$ cat src/rv_macros.svh
`ifndef RV_MACROS_SVH
`define RV_MACROS_SVH

//////////////////////////////////////////////////
// Datapath sizing for the RV32I execute stage
//////////////////////////////////////////////////

// One machine word, operands, pc and results
`define XLEN_W 32

// Sequential pc advance, one 32-bit instruction
`define PC_STEP 4

// Low pc bit that JALR targets always clear
`define JALR_MASK_BIT 0

`endif
$ cat src/rapid_pkg.sv
package rapid_pkg;

    //////////////////////////////////////////////////
    // Control word handed over by the decoder
    //////////////////////////////////////////////////

    // Category flags are one-hot, exactly one set per instruction
    // fcs_opcode picks the operation inside the category
    // iop flips the operation: SUB, SRA, LUI, store
    typedef struct packed {
        // LUI and AUIPC
        logic       load_upper_imm;
        // JAL and JALR
        logic       uncond_branch;
        // BEQ, BNE, BLT, BGE, BLTU, BGEU
        logic       cond_branch;
        // Loads and stores, address only here
        logic       mem;
        // Register-immediate ALU ops
        logic       alu_imm;
        // Register-register ALU ops
        logic       alu_reg;
        // Function field, decoded by the enums below
        logic [2:0] fcs_opcode;
        logic       iop;
        // Reserved for a later decoder revision
        logic       spare;
    } control_s;

    //////////////////////////////////////////////////
    // Stage state and function codes
    //////////////////////////////////////////////////

    typedef enum logic {
        EX_WAIT    = 1'b0,
        EX_EXECUTE = 1'b1
    } ex_state_t;

    // ALU function codes, same values as funct3
    typedef enum logic [2:0] {
        ALU_ADD_SUB = 3'b000,
        ALU_SLL     = 3'b001,
        ALU_SLT     = 3'b010,
        ALU_SLTU    = 3'b011,
        ALU_XOR     = 3'b100,
        ALU_SRL_SRA = 3'b101,
        ALU_OR      = 3'b110,
        ALU_AND     = 3'b111
    } alu_fn_t;

    // Branch codes, jumps sit in the two codes RV32I leaves free
    typedef enum logic [2:0] {
        BR_BEQ  = 3'b000,
        BR_BNE  = 3'b001,
        BR_JAL  = 3'b010,
        BR_JALR = 3'b011,
        BR_BLT  = 3'b100,
        BR_BGE  = 3'b101,
        BR_BLTU = 3'b110,
        BR_BGEU = 3'b111
    } br_fn_t;

endpackage

$ cat src/ex_operand_if.sv
`include "rv_macros.svh"

// Captured instruction, shared by both compute units
interface ex_operand_if;

    import rapid_pkg::*;

    // Source operands from the register file
    logic [`XLEN_W-1:0] rs1;
    logic [`XLEN_W-1:0] rs2;
    // Immediate, already shifted into place by decode
    logic [`XLEN_W-1:0] imm;
    // Address of the instruction itself
    logic [`XLEN_W-1:0] pc;
    // Decoder control word
    control_s           control;

    // Sequencer side, driven from the capture registers
    modport source (
        output rs1, rs2, imm, pc, control
    );

    // Compute unit side, read only
    modport unit (
        input rs1, rs2, imm, pc, control
    );

endinterface

$ cat src/execute_stage.sv
`include "rv_macros.svh"

module execute_stage (
    input  logic                     i_clk,
    input  logic                     i_reset,
    input  logic                     i_pipeline_ready,
    input  logic [`XLEN_W-1:0]       i_pc,
    input  rapid_pkg::control_s      i_control_signal,
    input  logic [`XLEN_W-1:0]       i_rs1,
    input  logic [`XLEN_W-1:0]       i_rs2,
    input  logic [`XLEN_W-1:0]       i_imm,
    output rapid_pkg::control_s      o_control_signal,
    output logic [`XLEN_W-1:0]       o_pc_ext,
    output logic                     o_pc_load,
    output logic [`XLEN_W-1:0]       o_rd_output,
    output logic                     o_done
);

    // Unit results back to the sequencer
    logic [`XLEN_W-1:0] alu_result;
    logic [`XLEN_W-1:0] pc_next;
    logic [`XLEN_W-1:0] link;
    logic               pc_load;

    // Captured instruction bus
    ex_operand_if op_if ();

    ex_sequencer ex_sequencer_i (
        .i_clk            (i_clk),
        .i_reset          (i_reset),
        .i_pipeline_ready (i_pipeline_ready),
        .i_pc             (i_pc),
        .i_rs1            (i_rs1),
        .i_rs2            (i_rs2),
        .i_imm            (i_imm),
        .i_control_signal (i_control_signal),
        .io_op            (op_if.source),
        .i_alu_result     (alu_result),
        .i_pc_next        (pc_next),
        .i_link           (link),
        .i_pc_load        (pc_load),
        .o_control_signal (o_control_signal),
        .o_rd_output      (o_rd_output),
        .o_pc_ext         (o_pc_ext),
        .o_pc_load        (o_pc_load),
        .o_done           (o_done)
    );

    // Integer path and pc path work side by side
    int_alu int_alu_i (
        .io_op    (op_if.unit),
        .o_result (alu_result)
    );

    branch_unit branch_unit_i (
        .io_op     (op_if.unit),
        .o_pc_next (pc_next),
        .o_pc_load (pc_load),
        .o_link    (link)
    );

endmodule

$ cat src/ex_sequencer.sv
`include "rv_macros.svh"

module ex_sequencer (
    input  logic                     i_clk,
    input  logic                     i_reset,
    input  logic                     i_pipeline_ready,
    input  logic [`XLEN_W-1:0]       i_pc,
    input  logic [`XLEN_W-1:0]       i_rs1,
    input  logic [`XLEN_W-1:0]       i_rs2,
    input  logic [`XLEN_W-1:0]       i_imm,
    input  rapid_pkg::control_s      i_control_signal,
    ex_operand_if.source             io_op,
    input  logic [`XLEN_W-1:0]       i_alu_result,
    input  logic [`XLEN_W-1:0]       i_pc_next,
    input  logic [`XLEN_W-1:0]       i_link,
    input  logic                     i_pc_load,
    output rapid_pkg::control_s      o_control_signal,
    output logic [`XLEN_W-1:0]       o_rd_output,
    output logic [`XLEN_W-1:0]       o_pc_ext,
    output logic                     o_pc_load,
    output logic                     o_done
);

    import rapid_pkg::*;

    ex_state_t          state;
    ex_state_t          state_next;
    logic               capture;
    logic [`XLEN_W-1:0] cap_rs1;
    logic [`XLEN_W-1:0] cap_rs2;
    logic [`XLEN_W-1:0] cap_imm;
    logic [`XLEN_W-1:0] cap_pc;
    control_s           cap_control;
    logic [`XLEN_W-1:0] rd_value;

    //////////////////////////////////////////////////
    // State machine
    //////////////////////////////////////////////////

    // Ready only counts while waiting, a strobe during execute is lost
    assign capture = (state == EX_WAIT) && i_pipeline_ready;

    always_comb begin
        case (state)
            EX_WAIT:    state_next = capture ? EX_EXECUTE : EX_WAIT;
            EX_EXECUTE: state_next = EX_WAIT;
            default:    state_next = EX_WAIT;
        endcase
    end

    always_ff @(posedge i_clk or posedge i_reset) begin
        if (i_reset) begin
            state       <= EX_WAIT;
            cap_control <= '0;
        end else begin
            state <= state_next;
            if (capture) begin
                cap_control <= i_control_signal;
            end
        end
    end

    // Operand capture
    always_ff @(posedge i_clk) begin
        if (capture) begin
            cap_rs1 <= i_rs1;
            cap_rs2 <= i_rs2;
            cap_imm <= i_imm;
            cap_pc  <= i_pc;
        end
    end

    // Both units see the captured instruction
    assign io_op.rs1     = cap_rs1;
    assign io_op.rs2     = cap_rs2;
    assign io_op.imm     = cap_imm;
    assign io_op.pc      = cap_pc;
    assign io_op.control = cap_control;

    //////////////////////////////////////////////////
    // Result merge and output registers
    //////////////////////////////////////////////////

    // Jumps write the link, branches write nothing
    always_comb begin
        if (cap_control.uncond_branch) begin
            rd_value = i_link;
        end else if (cap_control.cond_branch) begin
            rd_value = '0;
        end else begin
            rd_value = i_alu_result;
        end
    end

    always_ff @(posedge i_clk or posedge i_reset) begin
        if (i_reset) begin
            o_rd_output      <= '0;
            o_pc_ext         <= '0;
            o_pc_load        <= 1'b0;
            o_control_signal <= '0;
            o_done           <= 1'b0;
        end else begin
            // Done lasts one cycle, outputs hold until the next result
            o_done <= (state == EX_EXECUTE);
            if (state == EX_EXECUTE) begin
                o_rd_output      <= rd_value;
                o_pc_ext         <= i_pc_next;
                o_pc_load        <= i_pc_load;
                o_control_signal <= cap_control;
            end
        end
    end

endmodule

$ cat src/branch_unit.sv
`include "rv_macros.svh"

module branch_unit (
    ex_operand_if.unit         io_op,
    output logic [`XLEN_W-1:0] o_pc_next,
    output logic               o_pc_load,
    output logic [`XLEN_W-1:0] o_link
);

    import rapid_pkg::*;

    logic [`XLEN_W-1:0]        pc_seq;
    logic [`XLEN_W-1:0]        pc_rel;
    logic [`XLEN_W-1:0]        reg_rel;
    logic signed [`XLEN_W-1:0] rs1_s;
    logic signed [`XLEN_W-1:0] rs2_s;
    logic                      taken;
    br_fn_t                    fn;

    //////////////////////////////////////////////////
    // Candidate targets
    //////////////////////////////////////////////////

    // Fall-through address, also the link value
    assign pc_seq  = io_op.pc + `XLEN_W'(`PC_STEP);
    // Branch and JAL target
    assign pc_rel  = io_op.pc + io_op.imm;
    // JALR target before the low bit is dropped
    assign reg_rel = io_op.rs1 + io_op.imm;

    assign rs1_s = io_op.rs1;
    assign rs2_s = io_op.rs2;

    assign fn = br_fn_t'(io_op.control.fcs_opcode);

    assign o_link = pc_seq;

    //////////////////////////////////////////////////
    // Compare and decide
    //////////////////////////////////////////////////

    always_comb begin
        case (fn)
            BR_BEQ:  taken = (io_op.rs1 == io_op.rs2);
            BR_BNE:  taken = (io_op.rs1 != io_op.rs2);
            BR_BLT:  taken = (rs1_s < rs2_s);
            BR_BGE:  taken = (rs1_s >= rs2_s);
            BR_BLTU: taken = (io_op.rs1 < io_op.rs2);
            BR_BGEU: taken = (io_op.rs1 >= io_op.rs2);
            // Jump codes never take a conditional branch
            default: taken = 1'b0;
        endcase
    end

    always_comb begin
        if (io_op.control.cond_branch) begin
            o_pc_load = taken;
            o_pc_next = taken ? pc_rel : pc_seq;
        end else if (io_op.control.uncond_branch) begin
            // Jumps always redirect
            o_pc_load = 1'b1;
            if (fn == BR_JALR) begin
                o_pc_next = reg_rel;
                o_pc_next[`JALR_MASK_BIT] = 1'b0;
            end else begin
                o_pc_next = pc_rel;
            end
        end else begin
            o_pc_load = 1'b0;
            o_pc_next = pc_seq;
        end
    end

endmodule

$ cat src/int_alu.sv
`include "rv_macros.svh"

module int_alu (
    ex_operand_if.unit         io_op,
    output logic [`XLEN_W-1:0] o_result
);

    import rapid_pkg::*;

    //////////////////////////////////////////////////
    // Operand selection
    //////////////////////////////////////////////////

    logic [`XLEN_W-1:0]        op_b;
    logic signed [`XLEN_W-1:0] rs1_s;
    logic signed [`XLEN_W-1:0] op_b_s;
    logic [4:0]                shamt;
    alu_fn_t                   fn;
    logic [`XLEN_W-1:0]        alu_out;

    // Register form takes rs2, every other class takes the immediate
    assign op_b = io_op.control.alu_reg ? io_op.rs2 : io_op.imm;

    // Signed views for SLT and SRA
    assign rs1_s  = io_op.rs1;
    assign op_b_s = op_b;

    // Only the low five bits shift on RV32
    assign shamt = op_b[4:0];

    assign fn = alu_fn_t'(io_op.control.fcs_opcode);

    //////////////////////////////////////////////////
    // ALU operations
    //////////////////////////////////////////////////

    always_comb begin
        case (fn)
            ALU_ADD_SUB: begin
                // iop selects SUB, register form only in practice
                if (io_op.control.iop) begin
                    alu_out = io_op.rs1 - op_b;
                end else begin
                    alu_out = io_op.rs1 + op_b;
                end
            end
            ALU_SLL: alu_out = io_op.rs1 << shamt;
            ALU_SLT: begin
                alu_out = {{(`XLEN_W-1){1'b0}}, (rs1_s < op_b_s)};
            end
            ALU_SLTU: begin
                // Full-width unsigned compare
                alu_out = {{(`XLEN_W-1){1'b0}}, (io_op.rs1 < op_b)};
            end
            ALU_XOR: alu_out = io_op.rs1 ^ op_b;
            ALU_SRL_SRA: begin
                // Arithmetic shift when iop is set
                if (io_op.control.iop) begin
                    alu_out = rs1_s >>> shamt;
                end else begin
                    alu_out = io_op.rs1 >> shamt;
                end
            end
            ALU_OR:  alu_out = io_op.rs1 | op_b;
            ALU_AND: alu_out = io_op.rs1 & op_b;
            default: alu_out = '0;
        endcase
    end

    //////////////////////////////////////////////////
    // Result by category
    //////////////////////////////////////////////////

    always_comb begin
        if (io_op.control.alu_imm || io_op.control.alu_reg) begin
            o_result = alu_out;
        end else if (io_op.control.load_upper_imm) begin
            // LUI passes the positioned immediate, AUIPC adds it to pc
            if (io_op.control.iop) begin
                o_result = op_b;
            end else begin
                o_result = io_op.pc + op_b;
            end
        end else if (io_op.control.mem) begin
            // Effective address, same for loads and stores
            o_result = io_op.rs1 + op_b;
        end else begin
            // Branches and jumps produce no ALU value
            o_result = '0;
        end
    end

endmodule

$ cat config.mk
export PLATFORM = sky130hd
export DESIGN_NAME = execute_stage
export DESIGN_NICKNAME = d
export VERILOG_FILES = /design/src/rapid_pkg.sv /design/src/ex_operand_if.sv /design/src/execute_stage.sv /design/src/ex_sequencer.sv /design/src/branch_unit.sv /design/src/int_alu.sv
export VERILOG_INCLUDE_DIRS = /design/src
export SDC_FILE = /design/constraint.sdc
export NUM_CORES = 1
export LEC_CHECK = 0
export ABC_AREA = 1
export BUFFER_PORTS_ARGS = -buffer_cell sky130_fd_sc_hd__clkbuf_2
export CORE_AREA = 2 2 304 306
export CTS_CLUSTER_DIAMETER = 50
export DETAILED_ROUTE_END_ITERATION = 12
export DIE_AREA = 0 0 306 308
export PLACE_DENSITY_LB_ADDON = 0.3
export REMOVE_ABC_BUFFERS = 1
export SETUP_SLACK_MARGIN = 0.15
export SLEW_MARGIN = 20
export SYNTH_ARGS = -nofsm -noshare
export SYNTH_HDL_FRONTEND = slang
export SYNTH_SLANG_ARGS = --single-unit
$ cat constraint.sdc
create_clock -name i_clk -period 16.2 [get_ports i_clk]
set_input_delay 4.05 -clock i_clk [delete_from_list [all_inputs] [get_ports i_clk]]
set_output_delay 4.05 -clock i_clk [all_outputs]
set_load 0.01 [all_outputs]
* After elaboration in Yosys (flattened, before gate mapping)
Index checks and enable logic that the tools add are counted.
** Storage, ports and cells
- Register bits after elaboration :: 217
- Output and inout port bits :: 77
- Word-level logic and storage cells :: 77
** Cells by class
- Add/subtract/negate cells :: 6
- Magnitude comparators :: 6
- Equality and inequality tests :: 9
- Shift-type cells :: 3
- Muxes and demuxes :: 19
- Bitwise logic cells :: 4
- Reductions and logical operators :: 3
** Operators by type and width (count)
- $mux W32 :: 13
- $pmux W32 S8 :: 1
- $add A32 B32 Y32 :: 4
- $lt A32 B32 Y1 :: 4
- $ge A32 B32 Y1 :: 2
- $add A32 B3 Y32 const B :: 1
- $and A32 B32 Y32 :: 1
- $eq A32 B32 Y1 :: 1
- $ne A32 B32 Y1 :: 1
- $or A32 B32 Y32 :: 1
- $shl A32 B5 Y32 :: 1
- $shr A32 B5 Y32 :: 1
- $sshr A32 B5 Y32 :: 1
- $sub A32 B32 Y32 :: 1
- $xor A32 B32 Y32 :: 1
- $eq A3 B3 Y1 const B :: 4
- $eq A3 B2 Y1 const B :: 2
- $pmux W1 S6 :: 1
- $eq A3 B1 Y1 const B :: 1
- $logic_not A3 Y1 :: 1
- $mux W1 :: 3
- $pmux W1 S2 :: 1
- $logic_and A1 B1 Y1 :: 1
- $logic_or A1 B1 Y1 :: 1
- $not A1 Y1 :: 1

* Logic depth before layout (Yosys ltp)
Gate-level depths: netlist of the first run.
- Depth in word-level cells :: 7
- Depth in mapped cells :: 25

* Cells and area by module
A second synthesis of the first run with hierarchy kept.
** Second synthesis, totals
- Cells, all modules :: 4703
- Area total of the unflattened synthesis :: 28373.5 um^2
** Modules (own cells, without submodules)
- int_alu :: instances 1, cells an instance 2721, area each 13336.5 um^2
- ex_sequencer :: instances 1, cells an instance 608, area each 7716.2 um^2
- branch_unit :: instances 1, cells an instance 1374, area each 7320.8 um^2

* Worst setup path after synthesis of the first run
No wires, ideal clock.
- Kind :: in2reg
- From :: input i_pipeline_ready
- To :: register ex_sequencer_i.cap_control, in the netlist ex_sequencer_i.io_op.control[10]
- Arrival time :: 8062 ps
- Data required time :: 15865 ps
- Slack :: 7803 ps
- Stages :: 4
- Cell sequence :: nand2_1 inv_1 clkbuf_1 o21ai_0
** Between the ends
- Longest elaborated chain between the ends :: 1
** Ends and longest elaborated chain
- start, declared :: RTL line execute_stage.sv:6 : input logic i_pipeline_ready,
- $logic_and A1 B1 Y1 :: RTL line ex_sequencer.sv:41 : assign capture = (state == EX_WAIT) && i_pipeline_ready;
- named net ex_sequencer_i.capture :: RTL line ex_sequencer.sv:28 : logic capture;
- end signal, assigned :: RTL line ex_sequencer.sv:58 : cap_control <= i_control_signal;
- end, declared :: RTL line ex_sequencer.sv:33 : control_s cap_control;
The timed path passes the listed nets, and every way through them passes these cells.
A chain may end at the register's enable or synchronous reset.

* Final worst setup path of the first run
- From :: input i_pipeline_ready
- To :: register ex_sequencer_i.cap_imm[25] (netlist: ex_sequencer_i.io_op.imm[25]) (enable)
** Between the ends
- Longest elaborated chain between the ends :: 1
** Ends and longest elaborated chain
- $logic_and A1 B1 Y1 :: RTL line ex_sequencer.sv:41
- end signal, assigned :: RTL line ex_sequencer.sv:68 : cap_imm <= i_imm;
- end, declared :: RTL line ex_sequencer.sv:31 : logic [`XLEN_W-1:0] cap_imm;
Every way passes these cells.

==> impl_results.md, run 1 <==
* Status: completed
* R2R Path End: ex_sequencer_i.o_rd_output[30]
* Initial antenna violation count at 1
* Fin crit share at 34.2%
* Root buf cell: clkbuf_16
* Vias in the first global route at 29,900
* Final HPWL DP at 122,000 um
* Post-CTS Setup Bufs at 0
* Synthesized instance count at 4,374
* Worst vdd ir at 0.0000768 V
* Avg WL per Cell at 26.0 um
* Critical path endpoint category: flip-flop
* Largest cells by area after synthesis: nand2_1 19%, edfxtp_1 14%, ha_1 11%
* Place WS at 10,060 ps
* CTS tree: built
* Pwr Total at 3.18 mW
* Iteration-0 DRC Markers at 3,991
* Via count at 32,100
* Fmax at 180 MHz
* Synth-to-Final Area Change at 13.2%
* Largest net degree at the start of global routing at 88
* Final hold vios at 0
* Worst R2R Path Depth at 19
* Worst Skew at 17.4 ps
* PD cells at 104 nW/um^2
* Drt total wl at 150,000 um
* Clk sink count at 217
* # fillers at 10,200
* Tightest Pin Transition at 1310 ps
* Final Critical Period at 5550 ps
* Global-route wire length before repair at 213,000 um
* Main synth FF type: edfxtp_1
* Design area at 30,700 um^2
* Die area at 94,200 um^2
* Reg2reg setup slack at 10,920 ps
* Setup-failing EPs final at 0
* Synth warnings at 0
* Number of top-level pins at 219
* Crit Path Category: in -> reg
* RSZ-0062 raised after global routing: false
* Max_slew headroom at 12.0%
* Register area at 6070 um^2
* Final max-slew violation count at 0
* Netlist Area Pre-Place at 27,100 um^2
* Count of cell types in the netlist at 61
* Cell with the most instances after synthesis: nand2_1
* Critical Path AT at 5740 ps
* Worst Hold Path EP: ex_sequencer_i.o_control_signal[9]
* Max FO, Critical Path at 81
* Fraction of registers with async set/reset at 41.0%
* Reg2reg start: ex_sequencer_i.io_op.control[5]
* Vias per cell at 5.59
* CTS Buf Count at 36
* Hold wc startpoint: ex_sequencer_i.o_control_signal[9]
* Commonest cells post-synth: 1,347 x nand2_1, 501 x inv_1, 398 x nand3_1, 326 x a21oi_1, 309 x nor2_1
* Worst Hold Class: reg -> reg
* Cell area after placement at 29,400 um^2
* Initial core utilization at 29.8%
* # rows at 111
* Die X at 306 um
* CP Data Required Time at 16,390 ps
* Ratio of cells with drive above 1 in the final layout at 8.90%
* Worst Hold Path Cells at 2
* FF+latch count, synth at 217
* Clock buffer depth at 3
* Cell type with the largest total area after synthesis: nand2_1
* Final core occ at 33.7%
* Overflow after GRT at 0
* Startpoint types: input port
* DR pass1 iterations at 6
* CTS Hold Bufs at 0
* Final GP Congestion at 1.05
* GRT Total Usage at 30.9%
* Post-synth EDFFs at 128
* CORE AREA at 91,000 um^2
* # DRC at 0
* Worst skew pair latency at 580 ps
* Max-cap check violation count at 0
* Nets at 4,917
* Clock input transition at the sequential cells of the worst setup and hold paths at 50 ps
* Synth top area share at 18.7%
* Multi-input gate area at 18,400 um^2
* Mapped Avg Cell Area at 6.20 um^2
* Final setup TNS at 0 ps
* Die H at 308 um
* H-tree levels at 2
* Post-CTS resize count at 0
* # port buffers at 218
* Final Worst Setup Slack at 10,650 ps
* Leak at 14.9 nW
* Antenna Nets Post-Route at 0
* Register area share after synthesis at 22.4%
[worst max-delay path by stage]
stage / startpoint / end / slack, ps / depth (start not counted)
final: i_pipeline_ready / ex_sequencer_i.io_op.imm[25] / 10650 / 4
after global routing: i_pipeline_ready / ex_sequencer_i.io_op.rs1[23] / 10510 / 4
after CTS: i_pipeline_ready / ex_sequencer_i.io_op.rs1[25] / 10670 / 4
after detailed placement: i_pipeline_ready / ex_sequencer_i.io_op.rs1[25] / 10060 / 4
after global placement: i_pipeline_ready / ex_sequencer_i.io_op.imm[25] / 10070 / 4
after floorplan: i_pipeline_ready / ex_sequencer_i.io_op.imm[0] / 8770 / 2
[kinds of logic (layout without fill, tap and decap cells)]
logic type	Yosys count	count (layout)	share of synthesized area, %
AO/OA/AOI/OAI	892	892	18.5
AND/OR/NAND/NOR	2258	2258	35.0
XOR/XNOR	88	88	2.84
multiplexers	2	2	0.0739
flip-flops	217	217	22.4
other	0	3	0
adder cells (fa/ha/maj)	242	242	11.3
buffers and inverters	675	861	9.82
[critical path, stage by stage]
cell	delay, ps
clkbuf_2	80
nand2_1	130
inv_6	590
buf_4	770
[cells in the final DEF (no fill, tap or decap), types with 36 or more instances in the layout]
cell type / synthesis / routed
a21oi_1: 326 / 326
nand4_1: 64 / 64
nand2_1: 1347 / 1347
nor2_1: 309 / 308
xor2_1: 69 / 69
clkbuf_2: 0 / 218
ha_1: 237 / 237
o21ai_1: 83 / 83
buf_4: 3 / 59
inv_1: 501 / 496
nor3_1: 50 / 50
dfrtp_1: 89 / 86
o211ai_1: 55 / 55
edfxtp_1: 128 / 128
nand3_1: 398 / 398
clkbuf_16: 0 / 36
o21ai_0: 277 / 277
[registers in the layout, summed over array words and instances, names as in the netlist]
signal / cells
ex_sequencer_i.io_op.control: 11
ex_sequencer_i.o_pc_load: 1
ex_sequencer_i.state: 1
ex_sequencer_i.io_op.imm: 32
ex_sequencer_i.io_op.pc: 32
ex_sequencer_i.o_control_signal: 11
ex_sequencer_i.io_op.rs1: 32
ex_sequencer_i.o_rd_output: 32
ex_sequencer_i.o_done: 1
ex_sequencer_i.o_pc_ext: 32
ex_sequencer_i.io_op.rs2: 32
[metal layers]
layer / vias up / routed length (um) / GRT usage [%]
met5: - / 0 / 0
met1: 15300 / 67300 / 44.5
met3: 227 / 14800 / 5.82
li1: 14900 / - / -
met4: 0 / 4610 / 8.70
met2: 1723 / 62800 / 46.7
[stage by stage]
step | hold WS (ps) | std cells
floorplan | 449 | 4218
global placement | 459 | 5681
detailed placement | 464 | 5681
CTS | 479 | 5746
global route | 496 | 5746
finish | 468 | 5749
[report_power, final]
part	switching (mW)	leakage [nW]	total [mW]	internal, mW
Combinational	1.16	12.0	1.62	0.462
Clock	0.313	0.597	0.799	0.486
Sequential	0.0937	2.30	0.756	0.662
[cell type report]
type | count | share of cell area [%]
Clock buffer | 40 | 2.98
Timing Repair Buffer | 277 | 5.00
Multi-Input combinational cell | 3482 | 59.9
Clock inverter | 25 | 1.06
Tap cell | 1186 | 4.84
Inverter | 519 | 6.38
Antenna cell | 3 | 0.0245
Sequential cell | 217 | 19.8
(Power assumes the default switching activity.)
==> run 2, diff against run 1 <==
- clock period: 16.2 -> 4.75 ns (I/O delays scaled with it)
==> run 2 against run 1 <==
  * Final cell count is 1.2% higher
  * Clock skew is 18 ps higher
  * Sequential share of layout area is 0.37 points lower
  * Setup slack lost 10000 ps
  * First-iteration DRC count increased by 11%
  * Non-clock buffer count increased by 65
  * Register-to-register slack got worse by 11000 ps
  * Critical path depth is 14 higher
  * Power grew to 3.5 times the previous value
==> impl_results.md, run 2 (same netlist as run 1, synthesis figures left out) <==
* Status: completed
* # DRC at 0 (unchanged)
* Final core occ at 34.4% (+0.64 points)
* Worst Hold Class: reg -> reg
* Drt total wl at 156,000 um (+4.3%)
* Tightest Pin Transition at 1020 ps (-285 ps)
* Worst vdd ir at 0.000294 V (+280%)
* Most frequent cells in the layout: 1,347 x nand2_1, 497 x inv_1, 398 x nand3_1
* Vias per cell at 5.62 (+0.53%)
* Seq pwr share at 23.3% (-0.5 points)
* H-tree levels at 2 (unchanged)
* Antenna Nets Post-Route at 0 (unchanged)
* Clk sink count at 217 (unchanged)
* Die X at 306 um (unchanged)
* Max FO, Critical Path at 35 (-57%)
* Fmax at 230 MHz
* Critical Path AT at 4870 ps (-870 ps)
* Int Pwr at 5.62 mW (+250%)
* Die area at 94,200 um^2 (unchanged)
* Worst Skew at 35.0 ps (+17.6 ps)
* Fin crit share at 91.6%
* CTS tree: built
* Via count at 32,700 (+1.8%)
* Register area at 6070 um^2 (unchanged)
* Max_slew headroom at 31.6% (+20 points)
* Avg WL per Cell at 26.8 um (+3.0%)
* Final HPWL DP at 128,000 um (+4.8%)
* Clock buffer depth at 3 (unchanged)
* Multi-input gate area at 18,400 um^2 (about the same)
* CORE AREA at 91,000 um^2 (unchanged)
* Max-cap check violation count at 0 (unchanged)
* Initial core utilization at 29.8% (unchanged)
* Overflow after GRT at 0 (unchanged)
* Nets at 4,986 (+1.4%)
* Initial antenna violation count at 9 (+8)
* Post-CTS resize count at 0 (unchanged)
* Synth-to-Final Area Change at 15.4%
* Root buf cell: clkbuf_16
* CTS Buf Count at 40 (+11%)
* Sw Ratio at 49.7% (+0.37 points)
* PD cells at 358 nW/um^2 (+250%)
* Largest net degree at the start of global routing at 80 (-9.1%)
* Die H at 308 um (unchanged)
* Global-route wire length before repair at 219,000 um (+3.1%)
* Ratio of cells with drive above 1 in the final layout at 10.3% (+1.4 points)
* Crit Path Category: reg -> reg
* Critical path endpoint category: flip-flop
* Number of top-level pins at 219 (unchanged)
* RSZ-0062 raised after global routing: false
* DR pass1 iterations at 6 (unchanged)
* CP Data Required Time at 5270 ps (-11,120 ps)
* Post-CTS Setup Bufs at 0 (unchanged)
* # rows at 111 (unchanged)
* Leak at 15.3 nW (+2.4%)
* Combinational share of power at 51.1% (about the same)
* Final GP Congestion at 1.06 (+1.2%)
* Final hold vios at 0 (unchanged)
* Clock input transition at the sequential cells of the worst setup and hold paths at 50 ps (about the same)
* # fillers at 10,200 (+0.28%)
* Final Critical Period at 4350 ps
* Vias in the first global route at 30,000 (+0.51%)
* CTS Hold Bufs at 0 (unchanged)
* Most common cell after layout, fill and taps aside: nand2_1
* GRT Total Usage at 32.2% (+1.3 points)
* Final Hold Slack at 469 ps (+0.681 ps)
* # port buffers at 218 (unchanged)
* Final max-slew violation count at 0 (unchanged)
* Psw at 5.56 mW (+250%)
* Setup-failing EPs final at 0 (unchanged)
* Iteration-0 DRC Markers at 4,413 (+11%)
* Clock power frac at 25.6% (+0.5 points)
* Worst skew pair latency at 600 ps (+20 ps)
* Startpoint types: flip-flop
==> run 2: cell count changes in the layout (fill, tap and decap cells not counted), moves of 3 or more <==
cell / previous run / this run
buf_12: 0 / 3
buf_4: 59 / 121
inv_6: 6 / 11
clkinv_4: 3 / 6
clkinv_8: 4 / 1
clkbuf_16: 36 / 40
==> run 2: power groups by stage <==
stage / clock network [mW] / logic [mW] / registers [mW]
finish: 2.86 / 5.71 / 2.61
global route: 3.00 / 6.14 / 2.61
CTS: 2.91 / 5.53 / 2.60
detailed placement: 0 / 5.50 / 2.62
global placement: 0 / 5.53 / 2.64
floorplan: 0 / 3.17 / 2.57
==> run 2: critical path: stages (launching register included) <==
cell,delay [ps]
dfrtp_2,650
buf_12,280
o21ai_0,530
inv_1,230
ha_1,410
nand2_1,110
inv_1,70
nand2_1,80
nor3_1,670
nand4_1,260
nand3b_1,290
nand2_1,110
nand3b_1,90
nand3_1,80
nand2_1,100
nand2_1,50
a21oi_1,110
nand2_1,70
nand2_1,60
==> run 2: metrics by stage <==
stage          TNS [ps]  power, mW  area [um^2]  setup slack [ps]  cells
2_1_floorplan   -114870       5.74        26400              -729   4218
3_3_place_gp          0       8.16        30000               497   5746
3_5_place_dp          0       8.13        30000               527   5746
4_1_cts               0       11.0        31300               513   5819
5_1_grt               0       11.8        31300               181   5819
6_report              0       11.2        31300               401   5820
==> run 2: path summary, 6_finish.rpt <==
kind                                                         start                            endpoint  slack [ps]  depth (start not counted)
worst min-delay path            ex_sequencer_i.o_control_signal[9]  ex_sequencer_i.o_control_signal[9]         470                          2
worst max-delay path               ex_sequencer_i.io_op.control[5]      ex_sequencer_i.o_rd_output[22]         400                         18
worst max register to register     ex_sequencer_i.io_op.control[5]      ex_sequencer_i.o_rd_output[22]         400                         18
worst min register to register  ex_sequencer_i.o_control_signal[9]  ex_sequencer_i.o_control_signal[9]         470                          2
max in group asynchronous                                  i_reset     ex_sequencer_i.io_op.control[1]        3160                          3
min in group asynchronous                                  i_reset               ex_sequencer_i.o_done         640                          2
==> run 2: routing by layer <==
metal,vias up,part of all wire [%],wire [um],track usage [%]
met5,-,0.032,50,0
met4,8,4.4,6810,12.4
li1,15000,-,-,-
met3,306,10,15800,6.53
met1,15600,44,69200,46.0
met2,1782,41,64000,47.2
==> run 2: final cells by class <==
type / instances / area share [%]
antenna: 1 / 0.00800
clock buffer: 44 / 3.25
clock inverter: 29 / 0.916
inverter: 519 / 6.26
multi-input combinational: 3482 / 58.8
sequential: 217 / 19.4
tap: 1186 / 4.75
timing repair buffer: 342 / 6.59
